[src/verilog/scope_pkg.sv]
////////////////////////////////////////////////////////////
// strip-chart scope shared definitions
// sample, trace, raster and column types
// channel colors
////////////////////////////////////////////////////////////

`default_nettype none

package scope_pkg;

	// raw ADC sample and its displayed height (top 8 bits)
	typedef logic [11:0] adc_value_t;
	typedef logic [7:0]  trace_value_t;

	// raster counts, buffer addressing and pixel color
	typedef logic [9:0]  coord_t;
	typedef logic [8:0]  col_addr_t;
	typedef logic [23:0] rgb_t;

	// channel order is A0, A1, B0, B1
	localparam int NUM_CHANNELS = 4;

	typedef struct packed {
		adc_value_t a0;
		adc_value_t a1;
		adc_value_t b0;
		adc_value_t b1;
	} adc_sample_t;

	// one scope column, min and max height per channel
	typedef struct packed {
		trace_value_t a0_min;
		trace_value_t a0_max;
		trace_value_t a1_min;
		trace_value_t a1_max;
		trace_value_t b0_min;
		trace_value_t b0_max;
		trace_value_t b1_min;
		trace_value_t b1_max;
	} column_t;

	typedef struct packed {
		coord_t x;
		coord_t y;
		logic   active;
		logic   frame_end;
	} raster_t;

	// white, red, green, blue
	localparam rgb_t COLOR_A0 = 24'hffffff;
	localparam rgb_t COLOR_A1 = 24'hff0000;
	localparam rgb_t COLOR_B0 = 24'h00ff00;
	localparam rgb_t COLOR_B1 = 24'h0000ff;

endpackage

`default_nettype wire

[src/verilog/pixel_render.sv]
////////////////////////////////////////////////////////////
// pixel renderer
// band, grid and window tests, color priority
////////////////////////////////////////////////////////////

`default_nettype none

module pixel_render #(
	parameter int              V_START  = 240,
	parameter int              V_HEIGHT = 192,
	parameter int              H_START  = 450,
	parameter int              H_END    = 750,
	parameter scope_pkg::rgb_t GD_COLOR = 24'h32006a,
	parameter scope_pkg::rgb_t BG_COLOR = 24'h1d1d1d
) (
	input  logic               clk,
	input  logic               reset,
	input  scope_pkg::raster_t raster,
	input  scope_pkg::column_t rd_column,
	output logic [7:0]         red,
	output logic [7:0]         green,
	output logic [7:0]         blue
);

	import scope_pkg::*;

	// band offsets stack the four traces in the window
	localparam int OFFSET [NUM_CHANNELS] = '{48, 16, -16, -48};

	raster_t                 raster_d;
	coord_t                  row;
	logic                    in_win;
	trace_value_t            lo [NUM_CHANNELS];
	trace_value_t            hi [NUM_CHANNELS];
	logic [NUM_CHANNELS-1:0] hit;
	logic [NUM_CHANNELS-1:0] pel_ch;
	logic                    pel_grid;
	logic                    pel_win;
	rgb_t                    color;

	function automatic logic band_hit(trace_value_t lo_v, trace_value_t hi_v,
			coord_t r, int offset);
		int h;
		h = int'(r) + offset;
		return (h >= int'(lo_v)) && (h <= int'(hi_v));
	endfunction

	assign lo = '{rd_column.a0_min, rd_column.a1_min, rd_column.b0_min, rd_column.b1_min};
	assign hi = '{rd_column.a0_max, rd_column.a1_max, rd_column.b0_max, rd_column.b1_max};

	assign row    = raster_d.y - coord_t'(V_START);
	assign in_win = raster_d.active &&
		raster_d.y >= coord_t'(V_START) && raster_d.y < coord_t'(V_START + V_HEIGHT) &&
		raster_d.x >= coord_t'(H_START) && raster_d.x <= coord_t'(H_END);

	always_comb begin
		for (int k = 0; k < NUM_CHANNELS; k++) hit[k] = band_hit(lo[k], hi[k], row, OFFSET[k]);
	end

	////////////////////////////////////////////////////////////
	// raster lines up with the memory read, then two stages

	always_ff @(posedge clk) begin
		if (reset) begin
			raster_d <= '0;
			pel_ch   <= '0;
			pel_grid <= 1'b0;
			pel_win  <= 1'b0;
			color    <= '0;
		end else begin
			raster_d <= raster;
			pel_win  <= in_win;
			pel_ch   <= in_win ? hit : '0;
			pel_grid <= in_win && (row[4:0] == 5'd16);
			if (pel_ch[0])     color <= COLOR_A0;
			else if (pel_ch[1]) color <= COLOR_A1;
			else if (pel_ch[2]) color <= COLOR_B0;
			else if (pel_ch[3]) color <= COLOR_B1;
			else if (pel_grid)  color <= GD_COLOR;
			else if (pel_win)   color <= BG_COLOR;
			else                color <= '0;
		end
	end

	assign {red, green, blue} = color;

endmodule

`default_nettype wire

[config.mk]
export PLATFORM = sky130hd
export DESIGN_NAME = pixel_render
export DESIGN_NICKNAME = d
export VERILOG_FILES = /design/src/verilog/scope_pkg.sv /design/src/verilog/pixel_render.sv
export SDC_FILE = /design/constraint.sdc
export NUM_CORES = 1
export LEC_CHECK = 0
export BUFFER_PORTS_ARGS = -buffer_cell sky130_fd_sc_hd__buf_2
export CAP_MARGIN = 10
export CORE_ASPECT_RATIO = 0.5
export CORE_UTILIZATION = 55
export CTS_CLUSTER_DIAMETER = 60
export DETAILED_ROUTE_END_ITERATION = 8
export GPL_TIMING_DRIVEN = 0
export PLACE_DENSITY_LB_ADDON = 0.25
export SYNTH_ARGS = -nofsm -noshare
export SYNTH_HDL_FRONTEND = slang
export SYNTH_SLANG_ARGS = --single-unit
[constraint.sdc]
create_clock -name clk -period 4.25 [get_ports clk]
set_input_delay 0.6375 -clock clk [delete_from_list [all_inputs] [get_ports clk]]
set_output_delay 0.6375 -clock clk [all_outputs]
set_load 0.01 [all_outputs]
==> qor_table.md <==
| Parameter | Reported | Unit |
|---|---|---|
| Full die area | 0.00612 | mm² |
| Type of the worst min-delay path | register to register | - |
| GRT met1 Usage | 32.2 | % |
| Final number of setup-violating endpoints | 0 | - |
| Post-route non-filler standard cell count | 566 | - |
| Slowest stage cell on the critical path | sky130_fd_sc_hd__dfxtp_1 | - |
| Critical register-to-register path endpoint | pel_ch[0] | - |
| Flops & latches, synth | 37 | - |
| Antenna violations before repair | 0 | - |
| Count of antenna-violating nets left after detailed routing | 0 | - |
| Count of buffer and inverter cells on the critical path | 2 | - |
| Gr usage total | 23.7 | % |
| GR Util met2 | 39.8 | % |
| Count of nets after finishing | 646 | - |
| RSZ-0062 raised after global routing | false | - |
| Combined area of the multi-input logic cells | 0.00205 | mm² |
| Buffers inserted during post-CTS setup optimization | 0 | - |
| Seq. cell area | 741 | µm² |
| Clock tree from TritonCTS | built | - |
| Clock-pin slew of the registers on the worst-case setup and hold paths | 50 | ps |
| Simple-gate portion of the synthesized area | 18.9 | % |
| Adder-cell share of the synthesized area | 25.9 | % |
| Net switching power | 0.276 | mW |
| FFs w/ async S/R, synth | 0 | % |
| Arrival time of data at the critical path endpoint | 3600 | ps |
| Number of hold buffers added after cts | 0 | - |
| Static leakage power | 2.22 | nW |
| Total congestion overflow after global routing | 0 | - |
| Power density relative to cell area | 264 | mW/mm² |
| Total clock buffers created by CTS | 5 | - |
| Internal power | 0.780 | mW |
| Placed Cells incl. Taps | 558 | - |
| Wire length of the first global-routing pass | 11,300 | µm |
| Critical path startpoint | raster_d[6] | - |
| Required time of the worst setup path | 4390 | ps |
| Register area share after synthesis | 23.3 | % |
| Insertion delay of the later-clocked pin in the worst-skew pair | 280 | ps |
| Number of detailed-routing iterations run before antenna repair | 6 | - |
| Count of standard-cell rows | 19 | - |
| Synthesized area per cell | 8.49 | µm² |
| Via Count | 2,826 | - |
| DRC errors left | 0 | - |
| Placeable core area | 0.00554 | mm² |
| Count of max-cap constraint violations | 0 | - |
| Post-synth EDFFs | 0 | - |
| Share of the synthesized area in the top cell type | 25.9 | % |
| Share of the clock period used by the worst path after layout | 81.4 | % |
| Net switching fraction of the power | 26.1 | % |
| Worst slew margin relative to its limit | 54.1 | % |
| Share of power burned in combinational logic | 24.9 | % |
| Run status | completed | - |
| Final hold violation count | 0 | - |
| Worst Setup End Kind | register | - |
| Global-route layer with the greatest usage | met2 | - |
| Worst-path fanout max | 16 | - |
| Count of pins over their slew limit | 0 | - |
| Maximum operating frequency | 289 | MHz |
| Number of instances resized during post-cts repair | 0 | - |
| Peak supply drop | 0.000359 | V |
| Worst Path Class, Setup | register to register | - |
| Final wirelength | 6620 | µm |
| Top delay family on crit path | flip-flops | - |
| Worst-case hold slack | 510 | ps |
| Xor and xnor area share after synthesis | 4.40 | % |
| Cell taking the most area after synthesis | sky130_fd_sc_hd__ha_1 | - |
| Fillers | 460 | - |
| Final antenna diode count | 0 | - |
| Post-synthesis instance total | 375 | - |
| Clk_skew | 4.03 | ps |
| Clock net sink count | 37 | - |
| Count of unique library cells instantiated by Yosys | 49 | - |
| Path length in cells of the critical path | 10 | - |
| Die Ht | 55.8 | µm |
| H-tree lvl count | 2 | - |
| Crit path cell chain | inv_1 > ha_1 > xor2_1 > inv_1 > ha_1 > and3_1 > nand3_1 > a21oi_1 > a211oi_1 > a2111oi_2 | - |
| Post-synthesis net count | 529 | - |
| Global placer's final weighted congestion | 0.821 | - |
| Area added between synthesis and finish | 25.6 | % |
| Commonest cells after routing, fill and taps aside | sky130_fd_sc_hd__buf_2, sky130_fd_sc_hd__ha_1, sky130_fd_sc_hd__inv_1 | - |
| Die width | 110 | µm |
| Fraction of final layout cells with drive strength greater than 1 | 30.2 | % |
| Sort of element at the start of the critical path | register | - |
| Fraction of power consumed by the clock network | 39.7 | % |
| Most used flip-flop cell after synthesis | sky130_fd_sc_hd__dfxtp_1 | - |
| First-iteration detailed-routing DRC count | 70 | - |
| Slew of the pin with the lowest slew margin | 688 | ps |
| Starting density of the core | 57.5 | % |
| Number of top-level pins | 112 | - |
| Cell area after synthesis | 0.00319 | mm² |
| Capture point of the critical path | pel_ch[0] | - |
| Placed wire-length estimate after detailed placement | 5380 | µm |
| Routed length per placed instance | 11.7 | µm |
| Synthesis warning total | 0 | - |
| Met3 layer usage reported by global route | 3.75 | % |
| Dominant combinational cell family by area after synthesis | adder cells | - |
| Register-to-Register Path Depth | 10 | - |
| Slowest Stage Delay on Critical Path | 760 | ps |
| Most common cell after layout, fill and taps aside | sky130_fd_sc_hd__buf_2 | - |
| Min cycle time layout | 3460 | ps |
| Share of synthesized area spent on multiplexers | 0 | % |
| Beginning of the worst register-to-register path | raster_d[6] | - |
| Complex-gate fraction of the synthesized area | 15.2 | % |
| Main area contributors after synthesis | sky130_fd_sc_hd__ha_1, sky130_fd_sc_hd__dfxtp_1, sky130_fd_sc_hd__inv_1 | - |
| Minimum setup slack among reg-to-reg paths | 790 | ps |
| Reg power frac | 35.4 | % |
| CTS Buffer Depth | 2 | - |
| Aggregate negative setup slack | 0 | ps |
| Count of input and output buffers | 110 | - |
| Buffer type at the clock tree root | sky130_fd_sc_hd__clkbuf_16 | - |
| Number of global-route vias before repair | 2,576 | - |
| Routed vias/inst | 4.99 | - |
| Pin count of the biggest net entering global routing | 17 | - |
metrics by stage:
stage	worst slack (ps)	power (mW)	util (%)	cell area (µm²)
after floorplan	1710	0.557	-	3190
after global placement	822	0.635	69.1	3830
after detailed placement	813	0.643	69.1	3830
after CTS	741	1.06	72.2	4000
after global routing	427	1.12	72.2	4000
final	790	1.06	72.2	4000
how the worst min path moves through the flow:
| stage | start | endpoint | slack (ps) | cells past startpoint |
|---|---|---|---|---|
| after floorplan | pel_ch[3] | color[21] | 450 | 1 |
| after global placement | pel_grid | color[21] | 500 | 2 |
| after detailed placement | pel_grid | color[6] | 500 | 2 |
| after CTS | pel_grid | color[6] | 510 | 2 |
| after global routing | pel_grid | color[6] | 540 | 2 |
| final | pel_grid | color[6] | 510 | 2 |
synthesized netlist by cell type (2+ instances only):
cell	count
sky130_fd_sc_hd__ha_1	66
sky130_fd_sc_hd__inv_1	64
sky130_fd_sc_hd__dfxtp_1	37
sky130_fd_sc_hd__nor2b_1	25
sky130_fd_sc_hd__a21oi_1	24
sky130_fd_sc_hd__nor2_1	17
sky130_fd_sc_hd__buf_4	15
sky130_fd_sc_hd__o21ai_0	14
sky130_fd_sc_hd__nand2_1	11
sky130_fd_sc_hd__nand4_1	11
sky130_fd_sc_hd__a21o_1	9
sky130_fd_sc_hd__xnor2_1	7
sky130_fd_sc_hd__a211oi_1	6
sky130_fd_sc_hd__nand3_1	6
sky130_fd_sc_hd__o211ai_1	5
sky130_fd_sc_hd__and3_1	4
sky130_fd_sc_hd__clkbuf_1	4
sky130_fd_sc_hd__nand2b_1	4
sky130_fd_sc_hd__xor2_1	4
sky130_fd_sc_hd__nand3b_1	3
sky130_fd_sc_hd__nor3_1	3
sky130_fd_sc_hd__o31ai_1	3
sky130_fd_sc_hd__a2111oi_2	2
sky130_fd_sc_hd__a31oi_1	2
sky130_fd_sc_hd__and3_4	2
sky130_fd_sc_hd__buf_6	2
sky130_fd_sc_hd__or2_2	2
sky130_fd_sc_hd__or3_1	2
worst min-delay path, delay by kind of cell (launching register included):
| kind | cells | cell delay, ps |
|---|---|---|
| AO/OA/AOI/OAI | 1 | 70 |
| flip-flops | 1 | 310 |
| AND/OR/NAND/NOR | 1 | 70 |
power groups by stage:
stage	combinational, mW	sequential (mW)	clock (mW)
floorplan	0.182	0.375	0
global route	0.306	0.375	0.437
finish	0.263	0.374	0.419
detailed placement	0.262	0.381	0
CTS	0.265	0.374	0.424
global placement	0.254	0.381	0
flip-flops by register name (all words and copies together), names as in the netlist:
| name | cells |
|---|---|
| pel_ch | 4 |
| color | 10 |
| pel_grid | 1 |
| raster_d | 21 |
| pel_win | 1 |
per-layer routing:
metal | part of all wire (%) | vias up
li1 | - | 1502
met1 | 50 | 1244
met2 | 44 | 73
met3 | 4.9 | 7
met4 | 0.80 | 0
met5 | 0 | -
area by class of cell:
| class | count | share of cell area [%] |
|---|---|---|
| multi-input combinational | 252 | 51.3 |
| sequential | 37 | 18.5 |
| tap | 73 | 2.28 |
| clock inverter | 1 | 0.751 |
| buffer | 21 | 3.75 |
| inverter | 65 | 6.10 |
| clock buffer | 7 | 3.57 |
| timing repair buffer | 110 | 13.8 |
kinds of logic after synthesis:
family          Yosys count
fa+ha+maj                66
simple gates            101
xor+xnor                 13
flops                    37
buf+inv                  86
compound gates           72
(Power assumes the default switching activity.)
