<file path="config.mk">
export PLATFORM = sky130hd
export DESIGN_NAME = raster_counter
export DESIGN_NICKNAME = d
export VERILOG_FILES = /design/src/verilog/scope_pkg.sv /design/src/verilog/raster_counter.sv
export SDC_FILE = /design/constraint.sdc
export NUM_CORES = 1
export LEC_CHECK = 0
export BUFFER_PORTS_ARGS = -buffer_cell sky130_fd_sc_hd__buf_2
export CAP_MARGIN = 20
export CORE_ASPECT_RATIO = 1.2
export CORE_UTILIZATION = 54
export DETAILED_ROUTE_END_ITERATION = 6
export PLACE_DENSITY = 0.81
export SETUP_SLACK_MARGIN = 0.5
export SYNTH_ARGS = -nofsm -noshare
export SYNTH_HDL_FRONTEND = slang
export SYNTH_SLANG_ARGS = --single-unit
export TNS_END_PERCENT = 20
</file>
<file path="constraint.sdc">
create_clock -name clk -period 3.7 [get_ports clk]
set_input_delay 0.37 -clock clk [delete_from_list [all_inputs] [get_ports clk]]
set_output_delay 0.37 -clock clk [all_outputs]
set_load 0.01 [all_outputs]
</file>
<file path="src/verilog/scope_pkg.sv">
////////////////////////////////////////////////////////////
// strip-chart scope shared definitions
// sample, trace, raster and column types
// channel colors
////////////////////////////////////////////////////////////

`default_nettype none

package scope_pkg;

	// raw ADC sample and its displayed height (top 8 bits)
	typedef logic [11:0] adc_value_t;
	typedef logic [7:0]  trace_value_t;

	// raster counts, buffer addressing and pixel color
	typedef logic [9:0]  coord_t;
	typedef logic [8:0]  col_addr_t;
	typedef logic [23:0] rgb_t;

	// channel order is A0, A1, B0, B1
	localparam int NUM_CHANNELS = 4;

	typedef struct packed {
		adc_value_t a0;
		adc_value_t a1;
		adc_value_t b0;
		adc_value_t b1;
	} adc_sample_t;

	// one scope column, min and max height per channel
	typedef struct packed {
		trace_value_t a0_min;
		trace_value_t a0_max;
		trace_value_t a1_min;
		trace_value_t a1_max;
		trace_value_t b0_min;
		trace_value_t b0_max;
		trace_value_t b1_min;
		trace_value_t b1_max;
	} column_t;

	typedef struct packed {
		coord_t x;
		coord_t y;
		logic   active;
		logic   frame_end;
	} raster_t;

	// white, red, green, blue
	localparam rgb_t COLOR_A0 = 24'hffffff;
	localparam rgb_t COLOR_A1 = 24'hff0000;
	localparam rgb_t COLOR_B0 = 24'h00ff00;
	localparam rgb_t COLOR_B1 = 24'h0000ff;

endpackage

`default_nettype wire

</file>
<file path="src/verilog/raster_counter.sv">
////////////////////////////////////////////////////////////
// raster counter
// pixel and line counts from blank, frame end from vsync
////////////////////////////////////////////////////////////

`default_nettype none

module raster_counter (
	input  logic               clk,
	input  logic               reset,
	input  logic               blank,
	input  logic               vsync,
	output scope_pkg::raster_t raster
);

	logic blank_d;
	logic vsync_d;

	always_ff @(posedge clk) begin
		if (reset) begin
			blank_d <= 1'b0;
			vsync_d <= 1'b0;
			raster  <= '0;
		end else begin
			blank_d <= blank;
			vsync_d <= vsync;
			// first active pixel after blank gets x of 0
			raster.x <= (blank || blank_d) ? '0 : raster.x + 1'b1;
			// new line on each rising edge of blank
			if (vsync) begin
				raster.y <= '0;
			end else if (blank && !blank_d) begin
				raster.y <= raster.y + 1'b1;
			end
			raster.active <= !blank;
			// single frame marker on vsync falling
			raster.frame_end <= vsync_d && !vsync;
		end
	end

endmodule

`default_nettype wire

</file>
==> results by stage, run 1 <==
Run status:
- The run finished with clean final reports.

Route:
- Summed over all nets, wire length on met3 after detailed routing comes to around 82 microns.
- The top layer used by detailed routing is met4.
- The remaining antenna violation count after routing is 0.
- The number of vias per cell after detailed routing is 5.88.
- For this block, wires on met1 add up to between 800 and 900 microns.
- For this run, design rule violations remaining after detail routing come to 0.
- The number of detailed-route iterations in the first pass is 4.
- Dividing the detail-routed wire length by the instance count gives about 12 microns.
- The starting DRC count in detailed routing is 9.
- The final layout contains routed wiring with a total length of ~1800 microns.
- The detailed router placed about 890 vias in this run.
- Detailed routing placed a total of 859 microns of wire on met2.

Power:
- The internal power of the cells totals about 0.31 mW.
- The power density over the cells is 340 mW/mm^2.
- The total power of the final layout is 0.395 mW.
- Across the VDD grid, the largest voltage drop is between 200 and 300 uV.
- The switching component of the power is 0.0876 mW.
- The analysis attributes to cell leakage a power of about 0.48 nW.
- Of the total power, the clock network draws 0.284.
- The relative contribution of combinational cells to total power is 0.046.
- The share of total power dissipated in sequential elements is 0.670.
- Of the total power, the share spent switching nets is 0.222.

Critical path:
- The depth of the worst register-to-register path is 4.
- In this run the worst path has a maximum fanout of 5.
- The data arrival time at the worst-slack endpoint is 1.73 ns.
- STA classifies the critical path startpoint as a register.
- The kind of end point of the critical path is a register.
- STA puts the critical path data required time at about 4.0 ns.
- The worst setup path category is register to register.
- The minimum setup slack among reg-to-reg paths is between 2 and 2.5 ns.
- The startpoint identified for the worst register-to-register timing path is raster[2].
- The endpoint identified for the worst register-to-register timing path is raster[10].

Place:
- The weighted congestion at the end of routability-driven global placement is 0.732.
- The detailed-placement wirelength estimate is about 1300 microns.
- During placement, the flow inserted port buffers numbering 25.
- The number of placed instances, taps included, is ~150.
- Once placement finished, the instance area stood at roughly 0.0011 sq mm.

Floorplan:
- The area of the die is 0.00203 sq mm.
- The initialized floorplan defines 16 standard-cell rows.
- The initial cell density of the core is 0.594.
- In this run the vertical extent of the chip is 49.1 microns.
- The horizontal extent of the die is 41.3 microns.
- The floorplan core area is between 0.0015 and 0.002 sq mm.
- For this design the top-level I/O count stands at 26.

Clocking:
- The clock transition at the registers of the reported paths is 0.12 ns.
- After clock tree synthesis, the flow added hold-fix buffers numbering 0.
- Clock latency on the worst-skew pair, taken at its later pin, is just over 0.3 ns.
- Counting along the longest clock path gives a buffer depth of 2.
- The TritonCTS clock tree is done.
- Once the clock tree was built, the resizer swapped 0 gates to a different size.
- The master cell of the clock root buffer is clkbuf_4.
- The clock drives 24 sinks.
- Clock tree synthesis inserted a total of 3 buffers.
- CTS built an H-tree with a depth of 1.
- The number of setup buffers added after CTS is 0.

Timing:
- Dividing the final minimum period by the clock period gives 0.399.
- The final setup TNS is 0 ns.
- Based on the critical path, the design can be clocked at up to approximately 0.68 GHz.
- Setup repair after global routing left no endpoint under its margin.
- The pin slew with the least headroom to its limit is around 0.29 ns.
- Headroom to the max-slew limit came out at 0.807.
- Setup violations remaining at the end of the flow were counted as 0.
- The final hold violation count was 0.
- The number of max-slew violations in the final report was 0.
- Across the routed clock network, the largest skew measured is ~0.0061 ns.
- The shortest period the worst path allows is approximately 1.5 ns.

Logic synthesis:
- During synthesis, Yosys emitted a total of 0 warnings.
- The cell count after synthesis came out at 107.
- For this run, the leading register cell type out of synthesis is dfxtp_1.
- Of the post-synthesis cell area, the dominant cell type holds 0.481.
- For this run, the register share of the synthesized area comes to 0.481.
- The cell area after technology mapping is 998 sq um.
- In this run, synthesis inferred 0 flip-flops with an integrated enable.
- The cell type with the highest aggregate area in the netlist is dfxtp_1.
- The post-synthesis area per instance is between 9 and 10 sq um.
- The share of async-settable or async-resettable flops after synthesis is 0.
- In this run, distinct cell masters in the synthesized netlist total 25.
- In this run, synthesis produced a sequential element count of 24.
- In the post-synthesis netlist, the biggest area contributors are dfxtp_1 (48%), a21oi_1 (5.5%), o31ai_1 (4.5%), or4_1 (4.5%), or3_1 (3.1%).
- The net count of the mapped netlist is roughly 110.

Min path:
- The terminating pin of the worst hold path is raster[1].
- The worst hold path was traced through 2 stages.
- The tightest min-delay check is of the input pin to register type.
- The worst hold path startpoint is reset.

GRT:
- The number of global-route vias before repair is approximately 740.
- The first global-routing pass estimated ~3000 microns of wire.
- The final global-route overflow total is 0.
- The number of antenna violations at the first check in global routing is 0.
- Across every metal layer, demand over resource in global routing totals 0.209.
- Entering global routing, the biggest net connects 13 pins.

Cells and area:
- The finished cells cover between 0.001 and 0.0015 sq mm.
- Relative to the synthesized area, the layout overhead comes to 16.3%.
- Leaving out filler cells and counting taps, the final layout contains ~150.
- The post-layout net count is about 140.
- Of the cells placed in the final design, the portion with a size suffix greater than 1 is 0.233.
- The number of antenna repair diodes is 0.
- For this run, the share of the core covered by cells in the final layout is 0.690.

Flow run:
- The tool flagged a number of max-cap violations equal to 0.
[worst max-delay path: stages (launching register included)]
cell and delay [ns]:
dfxtp_1 0.45, ha_1 0.21, nand3b_2 0.13, or4_1 0.48, a21oi_1 0.14
[synthesized netlist by cell type, drive strengths merged (2+ instances only)]
| master | instances |
|---|---|
| or3 | 5 |
| nor3 | 3 |
| xor2 | 2 |
| clkbuf | 2 |
| nand4 | 3 |
| or4 | 6 |
| inv | 3 |
| dfxtp | 24 |
| nor2b | 3 |
| xnor2 | 3 |
| and2 | 3 |
| a21oi | 11 |
| nand2 | 5 |
| o31ai | 6 |
| o21ai | 4 |
| ha | 2 |
| nor2 | 7 |
| o21a | 4 |
| nand3 | 7 |
[per-layer routing]
| metal | GRT usage | vias to the layer above |
|---|---|---|
| met1 | 0.272 | 414 |
| met4 | 0.0806 | 0 |
| met2 | 0.313 | 22 |
| li1 | - | 447 |
| met3 | 0.0639 | 5 |
| met5 | 0 | - |
[how the worst max path moves through the flow]
stage	cells past startpoint	to	start	slack, ns
CTS	4	raster[10]	raster[2]	2.22
finish	4	raster[10]	raster[2]	2.22
floorplan	4	raster[10]	raster[2]	2.25
global route	4	raster[10]	raster[2]	2.14
global placement	4	raster[10]	raster[2]	2.28
detailed placement	4	raster[10]	raster[2]	2.26
[cells by family (layout without fill, tap and decap cells)]
family                     after synthesis  in the layout  share of synthesized area
and+or+nand+nor                         46             46                      0.281
adders and majority gates                2              2                     0.0251
buffers and inverters                    5             31                     0.0188
DFF                                     24             24                      0.481
xor gates and xnor gates                 5              5                     0.0439
AOI/OAI and AO/OA                       25             25                      0.150
[layout make-up]
type	count	area, sq um
Multi-Input combinational cell	78	499
Timing Repair Buffer	25	125
Clock buffer	3	22.5
Sequential cell	24	480
Inverter	3	11.3
Tap cell	18	22.5
Fill cell	151	520
[power by group through the flow]
| stage | Clock [mW] | Sequential [mW] | Combinational, mW |
|---|---|---|---|
| after global placement | 0 | 0.271 | 0.0179 |
| after floorplan | 0 | 0.272 | 0.00944 |
| after detailed placement | 0 | 0.271 | 0.0182 |
| final | 0.112 | 0.265 | 0.0180 |
| after CTS | 0.116 | 0.265 | 0.0183 |
| after global routing | 0.126 | 0.266 | 0.0200 |
[layout by cell type, fill, tap and decap left out, types with 3 or more instances in the layout]
| master | instances |
|---|---|
| a21oi_1 | 11 |
| and2_1 | 3 |
| buf_2 | 25 |
| clkbuf_4 | 3 |
| dfxtp_1 | 24 |
| inv_1 | 3 |
| nand2_1 | 5 |
| nand3_1 | 6 |
| nand4_1 | 3 |
| nor2_1 | 7 |
| nor2b_1 | 3 |
| nor3_1 | 3 |
| o21a_1 | 4 |
| o21ai_0 | 3 |
| o31ai_1 | 6 |
| or3_1 | 5 |
| or4_1 | 6 |
| xnor2_1 | 3 |
[state kept, by name (all words and copies together) (netlist names)]
name,count
raster,22
blank_d,1
vsync_d,1
[stage by stage]
stage | hold slack (ns) | setup slack, ns
2_1_floorplan | 0.406 | 2.25
3_3_place_gp | 0.411 | 2.28
3_5_place_dp | 0.434 | 2.26
4_1_cts | 0.276 | 2.22
5_1_grt | 0.271 | 2.14
6_report | 0.277 | 2.22
(Power assumes the default switching activity.)
==> run 2, diff against run 1 <==
--- a/config.mk
+++ b/config.mk
@@ -8,9 +8,9 @@
 export BUFFER_PORTS_ARGS = -buffer_cell sky130_fd_sc_hd__buf_2
 export CAP_MARGIN = 20
 export CORE_ASPECT_RATIO = 1.2
-export CORE_UTILIZATION = 54
+export CORE_UTILIZATION = 45
 export DETAILED_ROUTE_END_ITERATION = 6
-export PLACE_DENSITY = 0.81
+export PLACE_DENSITY = 0.72
 export SETUP_SLACK_MARGIN = 0.5
 export SYNTH_ARGS = -nofsm -noshare
 export SYNTH_HDL_FRONTEND = slang
==> constraint.sdc (replaced) <==
create_clock -name clk -period 1.25 [get_ports clk]
set_input_delay 0.125 -clock clk [delete_from_list [all_inputs] [get_ports clk]]
set_output_delay 0.125 -clock clk [all_outputs]
set_load 0.01 [all_outputs]
==> results by stage, run 2 (synthesized netlist as in run 1, its figures left out) <==
Clocking:
- The number of clock sinks is 24 (unchanged).
- The number of CTS-inserted buffers is 3 (unchanged).
- The TritonCTS clock tree is done (unchanged).
- The hold buffer count at cts is 0 (unchanged).
- The buffer depth of the longest clock path came to 2 (unchanged).
- The clock transition at the registers of the reported paths came to 0.14 ns (was 0.12 ns).
- The master cell of the clock root buffer is clkbuf_4 (unchanged).
- The insertion delay of the later-clocked pin in the worst-skew pair is 0.32 ns (was 0.31 ns).
- The depth of the CTS H-tree is 1 (unchanged).

Timing:
- The number of max-slew violations in the final report is 0 (unchanged).
- The final hold slack is 0.0130 ns (was 0.277 ns).
- The relative slew slack is 0.764 (was 0.807).
- The final hold violation count is 0 (unchanged).
- The pin slew with the least headroom to its limit is 0.354 ns (was 0.290 ns).
- The shortest period the worst path allows is 1.28 ns (was 1.48 ns).
- The final setup violation count is 2 (was 0).
- The final setup TNS came to -0.0336 ns (was 0 ns).
- The largest clock skew in the final design is 0.00591 ns (was 0.00606 ns).
- Setup repair after global routing missed its margin: true (was false).
- The maximum frequency from static timing analysis came to 0.784 GHz (was 0.678 GHz).
- The post-route worst setup slack came to -0.0260 ns (was 2.22 ns).
- The final worst-path cycle share came to 1.02 (was 0.399).

Route:
- The wire length on met3 came to 110 microns (was 82 microns).
- The final routed wire length divided by cell count is 14.2 microns (was 12.1 microns).
- The starting DRC count in detailed routing was 15 (was 9).
- The top layer used by detailed routing is met4 (unchanged).
- The residual DRC count is 0 (unchanged).
- The overall via count from detail_route came to 981 (was 888).
- The detailed-route wire length is 2570 microns (was 1830 microns).
- The number of detailed-route iterations in the first pass came to 4 (unchanged).
- The routed length on met1 is 1100 microns (was 847 microns).
- The remaining antenna violation count after routing came to 0 (unchanged).
- The number of vias per cell after detailed routing is 5.42 (was 5.88).
- The met2 wirelength from detailed routing came to 1320 microns (was 859 microns).

Critical path:
- The delay of the slowest cell on the worst path is 0.42 ns (was 0.48 ns).
- The number of buffer and inverter stages on the critical path is 0 (unchanged).
- The kind of end point of the critical path is a register (unchanged).
- The worst setup path category is register to register (unchanged).
- The top fanout value on the critical path was 5 (unchanged).
- The data required time at the worst endpoint is 1.52 ns (was 3.96 ns).
- The cell class contributing the biggest share of worst-path delay is simple AND/OR/NAND/NOR gates (unchanged).
- The cell at the slowest stage of the critical path is or4_4 (was or4_1).
- The minimum setup slack among reg-to-reg paths is -0.03 ns (was 2.22 ns).
- The type of element launching the critical path is a register (unchanged).
- The data arrival time at the worst-slack endpoint is 1.54 ns (was 1.73 ns).
- Ordered list of cells on the worst path: ha_4 -> nand3b_4 -> or4_4 -> a21oi_2 (was ha_1 -> nand3b_2 -> or4_1 -> a21oi_1).

Floorplan:
- The initial cell density of the core is 0.482 (was 0.594).
- The site row count is 18 (was 16).
- The die height was 53.6 microns (was 49.1 microns).
- The number of primary I/O pins came to 26 (unchanged).
- The horizontal extent of the die is 45 microns (was 41.3 microns).
- The area of the die came to 0.00241 sq mm (was 0.00203 sq mm).
- The floorplan core area is 0.00207 sq mm (was 0.00168 sq mm).

Place:
- The area of placed instances came to 0.00126 sq mm (was 0.00114 sq mm).
- The weighted congestion at the end of routability-driven global placement came to 0.846 (was 0.732).
- The number of buffer cells added on primary ports is 25 (unchanged).
- The number of placed instances with taps included came to 164 (was 148).
- The detailed-placement wirelength estimate came to 1560 microns (was 1340 microns).

Cells and area:
- The final cell count without fillers is 181 (was 151).
- Commonest cells after routing, fill and taps aside: buf_6 (26), dfxtp_4 (13), buf_2 (9), a21oi_1 (8) (was buf_2 (25), dfxtp_1 (24), a21oi_1 (11), nor2_1 (7)).
- The final cell area excluding filler cells is 0.00162 sq mm (was 0.00116 sq mm).
- The most frequent standard cell in the layout excluding fill and tap cells is buf_6 (was buf_2).
- The largest register by flop count was raster (unchanged).
- The post-layout net count came to 158 (was 141).
- The share of post-route cells with drive strength above 1 came to 0.550 (was 0.233).
- Largest registers: raster (22), blank_d (1), vsync_d (1) (unchanged).
- The flip-flop count of the largest register, all copies and words added is 22 (unchanged).
- The post-synthesis to final-layout area growth is 62.7% (was 16.3%).
- The number of antenna repair diodes was 0 (unchanged).

GRT:
- The number of antenna violations at the first check in global routing is 0 (unchanged).
- The number of global-route vias before repair is 868 (was 741).
- The total global-route track usage is 0.220 (was 0.209).
- The final global-route overflow total is 0 (unchanged).
- The largest net degree at the start of global routing was 15 (was 13).
- The global-route wire length before repair is 3790 microns (was 2990 microns).

Flow run:
- The reported max-cap violation count was 0 (unchanged).

Min path:
- The classification of the worst-slack hold path is input pin to register (unchanged).

Run status:
- The checks that failed: setup timing.
- Outcome: complete, but fails checks (was finished clean).

Power:
- The leakage power is 0.629 nW (was 0.481 nW).
- The maximum vdd drop was 822 uV (was 253 uV).
- The total power of the final layout came to 1.34 mW (was 0.395 mW).
- The power density over the cells is 824 mW/mm^2 (was 340 mW/mm^2).
==> run 2: through the flow <==
step            util  worst slack [ns]
2_1_floorplan      -            0.0686
3_3_place_gp   0.607            0.0464
3_5_place_dp   0.607           -0.0204
4_1_cts        0.733           -0.0417
5_1_grt        0.784           -0.0764
6_report       0.784           -0.0260
==> run 2: area by class of cell <==
type / count / area (sq um)
multi-input cells: 78 / 601
flip-flops and latches: 24 / 537
fillers: 136 / 448
repair buffers: 42 / 390
clock buffers: 4 / 47.5
well taps: 30 / 37.5
inverters: 3 / 11.3
==> run 2: final timing paths <==
path	cells after the start	start	to
max	4	raster[3]	raster[10]
max reg2reg	4	raster[3]	raster[10]
min reg2reg	1	vsync_d	raster[0]
min	2	reset	blank_d
==> run 2: per-layer routing <==
metal | vias to the layer above | track usage
met2 | 32 | 0.362
met5 | - | 0
met3 | 6 | 0.0570
li1 | 479 | -
met4 | 0 | 0.0909
met1 | 464 | 0.269
==> run 2: power breakdown <==
| group | switching, mW | leakage [nW] | internal (mW) |
|---|---|---|---|
| Sequential | 0.0124 | 0.208 | 0.751 |
| Clock | 0.247 | 0.0261 | 0.244 |
| Combinational | 0.0408 | 0.395 | 0.0421 |
==> run 2: timing repair <==
| action | in CTS | in global routing |
|---|---|---|
| resized for setup | 34 | 21 |
| endpoints found under the setup margin | 42 | 42 |
| pin swaps | 13 | 8 |
| buffers inserted | 10 | 3 |
