$ cat config.mk
export PLATFORM = sky130hd
export DESIGN_NAME = minmax_accumulator
export DESIGN_NICKNAME = d
export VERILOG_FILES = /design/src/verilog/scope_pkg.sv /design/src/verilog/minmax_accumulator.sv
export SDC_FILE = /design/constraint.sdc
export NUM_CORES = 1
export LEC_CHECK = 0
export BUFFER_PORTS_ARGS = -buffer_cell sky130_fd_sc_hd__clkbuf_2
export CAP_MARGIN = 10
export CORE_MARGIN = 2
export CORE_UTILIZATION = 55
export CTS_CLUSTER_DIAMETER = 80
export CTS_CLUSTER_SIZE = 8
export DETAILED_ROUTE_END_ITERATION = 10
export PLACE_DENSITY = 0.78
export SYNTH_ARGS = -nofsm -noshare
export SYNTH_HDL_FRONTEND = slang
export SYNTH_SLANG_ARGS = --single-unit
$ cat constraint.sdc
create_clock -name clk -period 3.2 [get_ports clk]
set_input_delay 0.64 -clock clk [delete_from_list [all_inputs] [get_ports clk]]
set_output_delay 0.64 -clock clk [all_outputs]
set_load 0.01 [all_outputs]
$ cat src/verilog/scope_pkg.sv
////////////////////////////////////////////////////////////
// strip-chart scope shared definitions
// sample, trace, raster and column types
// channel colors
////////////////////////////////////////////////////////////

`default_nettype none

package scope_pkg;

	// raw ADC sample and its displayed height (top 8 bits)
	typedef logic [11:0] adc_value_t;
	typedef logic [7:0]  trace_value_t;

	// raster counts, buffer addressing and pixel color
	typedef logic [9:0]  coord_t;
	typedef logic [8:0]  col_addr_t;
	typedef logic [23:0] rgb_t;

	// channel order is A0, A1, B0, B1
	localparam int NUM_CHANNELS = 4;

	typedef struct packed {
		adc_value_t a0;
		adc_value_t a1;
		adc_value_t b0;
		adc_value_t b1;
	} adc_sample_t;

	// one scope column, min and max height per channel
	typedef struct packed {
		trace_value_t a0_min;
		trace_value_t a0_max;
		trace_value_t a1_min;
		trace_value_t a1_max;
		trace_value_t b0_min;
		trace_value_t b0_max;
		trace_value_t b1_min;
		trace_value_t b1_max;
	} column_t;

	typedef struct packed {
		coord_t x;
		coord_t y;
		logic   active;
		logic   frame_end;
	} raster_t;

	// white, red, green, blue
	localparam rgb_t COLOR_A0 = 24'hffffff;
	localparam rgb_t COLOR_A1 = 24'hff0000;
	localparam rgb_t COLOR_B0 = 24'h00ff00;
	localparam rgb_t COLOR_B1 = 24'h0000ff;

endpackage

`default_nettype wire

$ cat src/verilog/minmax_accumulator.sv
////////////////////////////////////////////////////////////
// min/max accumulator
// running per-channel min and max over N_FRAMES frames
// column register and commit pulse
////////////////////////////////////////////////////////////

`default_nettype none

module minmax_accumulator #(
	parameter int N_FRAMES = 3
) (
	input  logic                   clk,
	input  logic                   reset,
	input  scope_pkg::adc_sample_t sample,
	input  logic                   sample_valid,
	input  scope_pkg::raster_t     raster,
	output scope_pkg::column_t     column,
	output logic                   commit
);

	import scope_pkg::*;

	localparam int CNT_W = (N_FRAMES > 1) ? $clog2(N_FRAMES) : 1;

	adc_value_t       smp     [NUM_CHANNELS];
	adc_value_t       run_min [NUM_CHANNELS];
	adc_value_t       run_max [NUM_CHANNELS];
	logic [CNT_W-1:0] frame_cnt;
	logic             wrap;

	assign smp  = '{sample.a0, sample.a1, sample.b0, sample.b1};
	assign wrap = raster.frame_end && (frame_cnt == CNT_W'(N_FRAMES - 1));

	////////////////////////////////////////////////////////////
	// frame count and running extremes

	always_ff @(posedge clk) begin
		if (reset) begin
			frame_cnt <= '0;
			commit    <= 1'b0;
			for (int k = 0; k < NUM_CHANNELS; k++) begin
				run_min[k] <= '1;
				run_max[k] <= '0;
			end
		end else begin
			commit <= wrap;
			if (raster.frame_end) begin
				frame_cnt <= wrap ? '0 : frame_cnt + 1'b1;
			end
			for (int k = 0; k < NUM_CHANNELS; k++) begin
				if (wrap) begin
					// restart; an empty span keeps min above max
					run_min[k] <= sample_valid ? smp[k] : '1;
					run_max[k] <= sample_valid ? smp[k] : '0;
				end else if (sample_valid) begin
					if (smp[k] < run_min[k]) run_min[k] <= smp[k];
					if (smp[k] > run_max[k]) run_max[k] <= smp[k];
				end
			end
		end
	end

	// hold the finished span, truncated to display height
	always_ff @(posedge clk) begin
		if (wrap) begin
			column.a0_min <= run_min[0][11:4];
			column.a0_max <= run_max[0][11:4];
			column.a1_min <= run_min[1][11:4];
			column.a1_max <= run_max[1][11:4];
			column.b0_min <= run_min[2][11:4];
			column.b0_max <= run_max[2][11:4];
			column.b1_min <= run_min[3][11:4];
			column.b1_max <= run_max[3][11:4];
		end
	end

endmodule

`default_nettype wire

==> results of run 1 <==
-- worst register-to-register path: stages (launching register included) --
cell      delay, ps
edfxtp_1        360
inv_1            50
ha_1            290
and3_1          220
o21ai_0         110
a21oi_1         200
nor4b_1          90
nor2_1          830
-- logic make-up (layout without fill, tap and decap cells) --
group / Yosys count / in the layout
AO/OA/AOI/OAI: 123 / 123
AND/OR/NAND/NOR: 179 / 179
buffers and inverters: 114 / 259
XOR/XNOR: 1 / 1
adder cells (fa/ha/maj): 92 / 92
flip-flops: 163 / 163
multiplexers: 1 / 1
-- cell usage in the layout, fill, tap and decap left out, types with 5 or more instances in the layout --
cell type and instances:
a21oi_1 35, and3_1 5, edfxtp_1 160, o21bai_1 33, nor3_1 7, nand4_1 8
and4_1 6, clkbuf_2 116, buf_4 14, o21ai_0 19, inv_1 96, ha_1 92
a21o_1 5, nor3b_1 12, clkbuf_16 17, clkbuf_1 5, nor2_1 53, nand2_1 59
or2_1 10
-- power by group --
part	switching [mW]	internal, mW	leakage (nW)
sequential	0.0528	2.51	1.48
combinational	0.408	0.249	2.54
clock	0.804	0.983	0.239
-- flip-flops by register name (all words and copies together) (netlist names) --
| name | flops |
|---|---|
| run_max | 48 |
| column | 64 |
| frame_cnt | 2 |
| commit | 1 |
| run_min | 48 |
-- layer usage --
| layer | vias up | track usage [%] | wire length, um |
|---|---|---|---|
| met2 | 191 | 38.93 | 8795 |
| met1 | 2719 | 26.26 | 6811 |
| met4 | 0 | 10.02 | 421 |
| met3 | 41 | 4.503 | 955 |
| met5 | - | 0 | 0 |
| li1 | 2677 | - | - |
-- cells in the mapped netlist (all sizes together) (9+ instances only) --
library cell | n | share of area [%]
nor3b | 12 | 1.1
inv | 96 | 4.4
nand2 | 59 | 2.7
ha | 92 | 14
edfxtp | 160 | 59
o21ai | 19 | 1.2
a21oi | 36 | 2.2
buf | 9 | 0.70
nor2 | 53 | 2.4
o21bai | 33 | 3.0
or2 | 13 | 0.99
clkbuf | 9 | 0.41
-- area by class of cell --
cell class	instances	share of cell area, %
Clock buffer	22	4.665
Sequential cell	163	51.09
Inverter	96	3.784
Timing Repair Buffer	131	7.254
Multi-Input combinational cell	396	30.13
Clock inverter	10	0.6570
Tap cell	184	2.418
-- worst paths after layout --
kind                                startpoint                           to  cells after the start
setup reg to reg  run_max[1][11]$_SDFFCE_PN0P_  run_max[1][9]$_SDFFCE_PN0P_                      7
hold reg to reg        run_min[3][6]$_DFFE_PP_         column[10]$_DFFE_PP_                      0
setup / recovery  run_max[1][11]$_SDFFCE_PN0P_  run_max[1][9]$_SDFFCE_PN0P_                      7
hold / removal                           reset    frame_cnt[1]$_SDFFE_PP0P_                      2
-- stage by stage --
step	total power, mW	setup slack, ps	std cells	area [sq um]
after global routing	5.199	558.8	1002	9522
after floorplan	3.001	248.1	673	8185
final	5.002	665.8	1002	9522
after CTS	5.023	665.4	1001	9517
after detailed placement	3.246	316.2	969	9010
after global placement	3.186	406.4	969	9010
==> reports/metrics.cfg, run 1 <==
[outcome]
status=complete, no violations

[setup_path]
crit_chain=inv_1, ha_1, and3_1, o21ai_0, a21oi_1, nor4b_1, nor2_1
cp_top_family=simple AND/OR/NAND/NOR gates
worstSetupPathType=flop to flop
slowest_delay_ps=830
cpMaxStageDelayCell=nor2_1
critPathCaptureType=flop
setup.worst_path.start_class=flop
crit_buf_inv=1
cp.required_ps=3240
r2r_setup_slack_ps=670
critPathMaxFanout=12
crit_arrival_ps=2570

[clocking]
cts.hold.buffers_added=0
cts_buffers=17
clock_latency_ps=420
htreeDepth=4
post-cts-setup-buffers=0
clock_sinks=163
cts_root_buf=clkbuf_16
cts_resized=0
cts_tree=done
cts_buffer_depth=2
path_clk_slew_ps=60

[floorplanning]
row_count=44
initial_utilization_pct=56.32
io_pins=138
die_h_um=126.0
coreArea_sq_mm=0.01453
die-area_sq_mm=0.01587
die_w_um=126.0

[final_layout]
final_util_pct=65.51
diodes=0
fill_cells=1113
multi_input_area_sq_mm=0.002869
syn2layout_area_growth_pct=16.33
regArea_sq_mm=0.004865
drive_gt1_share_pct=20.17
fin_nets=970

[route]
totalWireLength_mm=16.98
drc=0
vias=5628
drt_iter0_drc=425
via_per_inst=5.617
ant_nets=0
wl_per_cell_um=16.95
dr.pass1.iters=5

[job]
drv_cap=0

[logic_synthesis]
netlist_instances=673
yosysSeqAreaShare_pct=59.43
synth_warnings=0
synthXorXnorAreaFrac_pct=0.1070
synth-main-ff-cell=edfxtp_1
synth_area_per_cell_sq_um=12.16
synth-compound-area-share_pct=10.04
synthArstFlopShare_pct=0
yosysUniqueCellTypes=43
ys_ff_latch=163
synth_top_family_by_area=adder cells
syn_nets=838
synth_edf_count=160
netlist_area_sq_mm=0.008185
synth-simple-area-share_pct=10.70
synthAdderAreaFrac_pct=14.06
synth.area.mux_share_pct=0.1376

[grt]
grt_pass1_vias=5994
antenna_found_initial=0
grt_max_degree=66
gr-total-overflow=0
track_usage_pct=22.15
grt_pass1_wl_mm=27.85

[timing]
final.setup_skew_ps=6.774
setup_tns_ps=0
fmax_mhz=394.6
setup_viol=0
rsz0062_at_grt=false
period_needed_ps=2534
hold_ws_ps=432.9
max-slew-margin-rel_pct=26.90
fin_crit_sh_pct=79.19
drv_slew=0
worst_slew_pin_slew_ps=1092
hold_viol_final=0

[place]
portBuffers=116
dp_hpwl_mm=12.07
gp_congestion=0.8264

[power]
power_density_mw_per_mm2=525.3
p_leak_nw=4.257
ir_drop_mv=0.3166

[worst_hold_path]
hold_path.class=primary input to flop

Power figures use the tool's default switching activity.
==> run 2, diff against run 1 <==
Clock period 3.2 ns to 2.35 ns, I/O delays scaled along.
==> run 2 against run 1 <==
  * Count of clock-buffer cells in the layout is 4 lower
  * Worst hold slack got worse by 150 ps
  * Non-clock buffer count is 45 higher
  * Maximum frequency grew 11%
  * Via count increased by 2.7%
  * Die area did not move
  * Critical path type unchanged
  * Largest cell class unchanged
==> reports/metrics.cfg, run 2 (synthesis gave the netlist of run 1 again) <==
[final_layout]
regMostFlops=column
layout_commonest_cell=edfxtp_1
regArea_sq_mm=0.004865  ; unchanged
multi_input_area_sq_mm=0.002954  ; +3.0%
largest_reg_flops=64  ; unchanged
diodes=0  ; unchanged
finish.instance_area_sq_mm=0.01003  ; +5.4%
fill_cells=1029  ; -7.5%
drive_gt1_share_pct=26.22  ; +6.0 points
top_regs=column x64, run_max x48, run_min x48
mostFrequentLayoutCells=edfxtp_1 (160), clkbuf_2 (116), inv_1 (96)
fin_nets=1015  ; +4.6%
syn2layout_area_growth_pct=22.58

[clocking]
cts_buffer_depth=2  ; unchanged
path_clk_slew_ps=60  ; about the same
clock_latency_ps=430  ; about the same
cts_root_buf=clkbuf_16
cts.hold.buffers_added=0  ; unchanged
clock_sinks=163  ; unchanged
htreeDepth=4  ; unchanged
post-cts-setup-buffers=0  ; unchanged
cts_buffers=17  ; unchanged
cts_tree=done

[setup_path]
worstSetupPathType=flop to flop
crit-reg2reg-launch=run_max[3][3]$_DFFE_PP_
r2r_cells=8  ; +1
r2r_end=run_max[3][3]$_DFFE_PP_
setup.worst_path.start_class=flop
crit_end=run_max[3][3]$_DFFE_PP_
crit_chain=inv_1, ha_1, and3_1, a221o_1, a221oi_2, and3_1, buf_4, nor3b_1
slowest_delay_ps=380  ; -450 ps
crit_arrival_ps=2450  ; -120 ps
startpoint=run_max[3][3]$_DFFE_PP_
crit_top_cell=and3_1
critPathMaxFanout=5  ; -7
critPathCaptureType=flop
cpMaxStageDelayCell=edfxtp_1
r2r_setup_slack_ps=80  ; -590 ps
cp.required_ps=2530  ; -710 ps

[floorplanning]
die_w_um=126.0  ; unchanged
initial_utilization_pct=56.32  ; unchanged
die-area_sq_mm=0.01587  ; unchanged
die_h_um=126.0  ; unchanged
coreArea_sq_mm=0.01453  ; unchanged
row_count=44  ; unchanged
io_pins=138  ; unchanged

[job]
drv_cap=0  ; unchanged

[grt]
track_usage_pct=23.27  ; +1.1 points
gr-total-overflow=0  ; unchanged
antenna_found_initial=0  ; unchanged
grt_pass1_vias=5989  ; -0.083%
grt_pass1_wl_mm=28.86  ; +3.6%
grt_max_degree=49  ; -26%

[route]
drc=0  ; unchanged
via_per_inst=5.528  ; -1.6%
wl_per_cell_um=17.07  ; +0.71%
ant_nets=0  ; unchanged
drt_iter0_drc=420  ; -1.2%
totalWireLength_mm=17.86  ; +5.1%
dr.pass1.iters=4  ; -1
vias=5782  ; +2.7%

[place]
portBuffers=116  ; unchanged
gp_congestion=0.8470  ; +2.5%
dpl_cell_area_sq_mm=0.009433  ; +4.7%
dp_hpwl_mm=12.86  ; +6.6%

[timing]
setup_tns_ps=0  ; unchanged
max-slew-margin-rel_pct=56.79  ; +30 points
period_needed_ps=2273  ; -261.2 ps
hold_ws_ps=281.1  ; -151.8 ps
drv_slew=0  ; unchanged
fin_crit_sh_pct=96.73  ; +18 points
worst_slew_pin_slew_ps=648.1  ; -444.4 ps
setup_viol=0  ; unchanged
final.setup_skew_ps=5.966  ; -0.8085 ps
fmax_mhz=439.9  ; +11%
hold_viol_final=0  ; unchanged

[power]
total_power_mw=7.196  ; +44%
power_density_mw_per_mm2=717.2  ; +37%
ir_drop_mv=0.4802  ; +52%
p_leak_nw=4.538  ; +6.6%

[outcome]
status=complete, no violations

[worst_hold_path]
hold_path.class=primary input to flop

run 2: cell types whose count changed in the layout (fill, tap and decap cells not counted), moves of 2 or more:
cell / delta
buf_4: +43
a31oi_4: +2
clkbuf_1: -4
buf_12: +2
inv_6: +2
clkinvlp_4: -2
a21o_1: -3
a21oi_4: +2
bufinv_16: +2
a21o_2: +3
a31oi_1: -2
run 2: final cells by class:
type	count	area share [%]
Timing Repair Buffer	176	10.56
Tap cell	184	2.295
Clock buffer	18	4.277
Clock inverter	13	1.347
Sequential cell	163	48.48
Inverter	96	3.591
Multi-Input combinational cell	396	29.44
run 2: per-stage QoR:
| step | instances | util [%] | worst slack [ps] |
|---|---|---|---|
| floorplan | 673 | - | -15.07 |
| global placement | 1015 | 64.90 | -68.70 |
| detailed placement | 1015 | 64.90 | -134.0 |
| CTS | 1046 | 68.82 | 8.980 |
| global route | 1046 | 69.03 | -19.84 |
| finish | 1046 | 69.03 | 76.94 |
run 2: worst min path at each step:
stage | start | end | slack, ps | depth (start not counted)
final | reset | frame_cnt[1]$_SDFFE_PP0P_ | 280 | 2
after global routing | reset | frame_cnt[1]$_SDFFE_PP0P_ | 280 | 2
after CTS | reset | frame_cnt[1]$_SDFFE_PP0P_ | 270 | 2
after detailed placement | run_min[2][6]$_SDFFCE_PN1P_ | column[26]$_DFFE_PP_ | 430 | 0
after global placement | run_max[1][11]$_SDFFCE_PN0P_ | column[39]$_DFFE_PP_ | 430 | 0
after floorplan | run_max[3][4]$_DFFE_PP_ | column[0]$_DFFE_PP_ | 430 | 0
run 2: timing repair:
item                       in CTS  in global routing
resized for setup               1                 10
hold endpoints to repair        0                  0
pin swaps                       0                  3
setup endpoints to repair      12                 79
run 2: report_power, final:
group | total (mW) | internal (mW) | leakage [nW] | switching, mW
registers | 3.48 | 3.41 | 1.48 | 0.0737
logic | 1.02 | 0.431 | 2.78 | 0.593
clock network | 2.69 | 1.56 | 0.278 | 1.13
total | 7.20 | 5.40 | 4.54 | 1.80
run 2: worst max-delay path, delay by kind of cell (launching register included):
kind,cells,cell delay (ps)
fa+ha+maj,1,230
simple gates,3,490
flops,1,380
buf+inv,2,220
compound gates,2,710
run 2: routing by layer:
metal | global-route usage (%) | wire, um | up-vias
li1 | - | - | 2764
met1 | 28.47 | 7268 | 2791
met2 | 39.03 | 9042 | 181
met3 | 5.480 | 973 | 46
met4 | 11.31 | 571 | 0
met5 | 0 | 0 | -
==> run 3, diff against run 2 <==
Clock period 2.35 ns to 2.4 ns, I/O delays scaled along.
==> run 3 against run 2 <==
  * Critical path depth decreased by 1
  * Setup slack got worse by 26 ps
  * Final area decreased by 1.0%
  * Largest power group unchanged
  * Combinational power about the same
  * Worst hold slack got worse by 8.3 ps
  * Power decreased by 3.2%
  * Clock power decreased by 6%
  * Count of clock-buffer cells in the layout increased by 1
  * Largest cell class unchanged
==> reports/metrics.cfg, run 3 (synthesis gave the netlist of run 1 again) <==
[timing]
setup_viol=0  ; unchanged
worst_slew_pin_slew_ps=686.7  ; +38.62 ps
final.setup_skew_ps=7.451  ; +1.485 ps
period_needed_ps=2349  ; +75.54 ps
hold_viol_final=0  ; unchanged
setup_tns_ps=0  ; unchanged
drv_slew=0  ; unchanged
hold_ws_ps=272.8  ; -8.341 ps
fin_crit_sh_pct=97.86  ; +1.1 points
fmax_mhz=425.8  ; -3.2%
layout_setup_ws_ps=51.39  ; -25.54 ps
max-slew-margin-rel_pct=54.17  ; -2.6 points
rsz0062_at_grt=true

[final_layout]
top_regs=column x64, run_max x48, run_min x48
diodes=0  ; unchanged
fill_cells=1069  ; +3.9%
multi_input_area_sq_mm=0.002957  ; about the same
mostFrequentLayoutCells=edfxtp_1 (160), clkbuf_2 (116), inv_1 (96)
regMostFlops=column
final_util_pct=68.31  ; -0.72 points
syn2layout_area_growth_pct=21.29
largest_reg_flops=64  ; unchanged
finish.instance_area_sq_mm=0.009928  ; -1.0%
layout_commonest_cell=edfxtp_1
instances_no_fill=1036  ; -0.96%
fin_nets=1004  ; -1.1%
regArea_sq_mm=0.004865  ; unchanged
drive_gt1_share_pct=25.12  ; -1.1 points

[worst_hold_path]
hold_path.class=primary input to flop
hold-path-endpoint=frame_cnt[1]$_SDFFE_PP0P_
min-delay-start=reset
min_path_cells=2  ; unchanged

[floorplanning]
initial_utilization_pct=56.32  ; unchanged
die-area_sq_mm=0.01587  ; unchanged
row_count=44  ; unchanged
coreArea_sq_mm=0.01453  ; unchanged
die_w_um=126.0  ; unchanged
io_pins=138  ; unchanged
die_h_um=126.0  ; unchanged

[power]
clkPwrFrac_pct=36.4  ; -0.9 points
ir_drop_mv=0.4949  ; +3.1%
power_density_mw_per_mm2=701.6  ; -2.2%
p_int_mw=5.179  ; -4.0%
seqPwrFrac_pct=49.0  ; +0.6 points
switching_power_mw=1.787  ; -0.68%
p_sw_share_pct=25.65  ; +0.65 points
p_leak_nw=4.453  ; -1.9%
total_power_mw=6.966  ; -3.2%
combPwrFrac_pct=14.6  ; +0.4 points

[route]
ant_nets=0  ; unchanged
vias=5803  ; +0.36%
drt_iter0_drc=450  ; +7.1%
drc=0  ; unchanged
totalWireLength_mm=18.36  ; +2.8%
dr.pass1.iters=5  ; +1
wl_per_cell_um=17.72  ; +3.8%
via_per_inst=5.601  ; +1.3%

[setup_path]
critPathCaptureType=flop
slowest_delay_ps=370  ; about the same
r2r_setup_slack_ps=50  ; -30 ps
crit-reg2reg-launch=run_max[3][11]$_DFFE_PP_
critPathMaxFanout=12  ; +7
cp.required_ps=2480  ; -50 ps
cp_top_family=simple AND/OR/NAND/NOR gates
crit_arrival_ps=2430  ; -20 ps
cpMaxStageDelayCell=nor3_2
r2r_cells=7  ; -1
r2r_end=run_max[3][7]$_DFFE_PP_
crit_buf_inv=2  ; unchanged
setup.worst_path.start_class=flop
crit_chain=inv_1, ha_1, nand4_1, nor3_2, a221oi_4, buf_4, a21oi_4
worstSetupPathType=flop to flop

[place]
gp_congestion=0.7896  ; -6.8%
dp_cells=1003  ; -1.2%
dpl_cell_area_sq_mm=0.009343  ; -0.96%
portBuffers=116  ; unchanged
pre_cts_ws_ps=-172.2  ; -38.20 ps
dp_hpwl_mm=12.96  ; +0.72%

[grt]
grtUsageMet3_pct=3.866  ; -1.6 points
gr-total-overflow=0  ; unchanged
grt_pass1_vias=6141  ; +2.5%
grt.busiest_layer=met2
antenna_found_initial=0  ; unchanged
grt_use_met2_pct=41.08  ; +2.1 points
met1_usage_pct=28.82  ; +0.36 points
grt_pass1_wl_mm=29.39  ; +1.8%
track_usage_pct=23.38  ; +0.10 points
grt_max_degree=49  ; unchanged

[clocking]
clock_latency_ps=430  ; about the same
cts_tree=done
cts_root_buf=clkbuf_16
clock_sinks=163  ; unchanged
path_clk_slew_ps=60  ; about the same
cts_buffers=17  ; unchanged
cts.hold.buffers_added=0  ; unchanged
cts_buffer_depth=2  ; unchanged
htreeDepth=4  ; unchanged

[job]
drv_cap=0  ; unchanged

[outcome]
status=complete, no violations

-- run 3: repair_timing --
item / in CTS / in global routing
setup endpoints to repair: 0 / 50
resized for setup: 0 / 8
buffers inserted: 0 / 1
-- run 3: layout make-up --
class                      instances  area share, %
tap                              184          2.319
clock inverter                    13          1.109
sequential                       163          49.00
multi-input combinational        396          29.78
inverter                          96          3.629
clock buffer                      19          4.360
timing repair buffer             165          9.805
-- run 3: how the worst max path moves through the flow --
stage                           startpoint                           to  slack (ps)  cells after the start
2_1_floorplan                    raster[0]     run_min[3][10]$_DFFE_PP_           4                      7
3_3_place_gp                     sample[2]      run_max[3][5]$_DFFE_PP_         -80                      8
3_5_place_dp                    sample[37]  run_min[0][5]$_SDFFCE_PN1P_        -170                      6
4_1_cts        run_min[0][1]$_SDFFCE_PN1P_  run_min[0][6]$_SDFFCE_PN1P_          60                      6
5_1_grt           run_max[3][11]$_DFFE_PP_      run_max[3][0]$_DFFE_PP_         -50                      7
6_report          run_max[3][11]$_DFFE_PP_      run_max[3][7]$_DFFE_PP_          50                      7
-- run 3: per-layer routing --
layer,wire [um],share of wire (%),vias up
li1,-,-,2740
met1,7372,40,2824
met2,9439,51,198
met3,1054,5.7,41
met4,490,2.7,0
met5,0,0,-
-- run 3: power by group through the flow --
stage	Clock [mW]	Combinational (mW)	Sequential [mW]
after floorplan	0	0.571	3.45
after global placement	0	0.900	3.46
after detailed placement	0	0.966	3.47
after CTS	2.55	0.985	3.41
after global routing	2.66	1.13	3.43
final	2.54	1.02	3.41
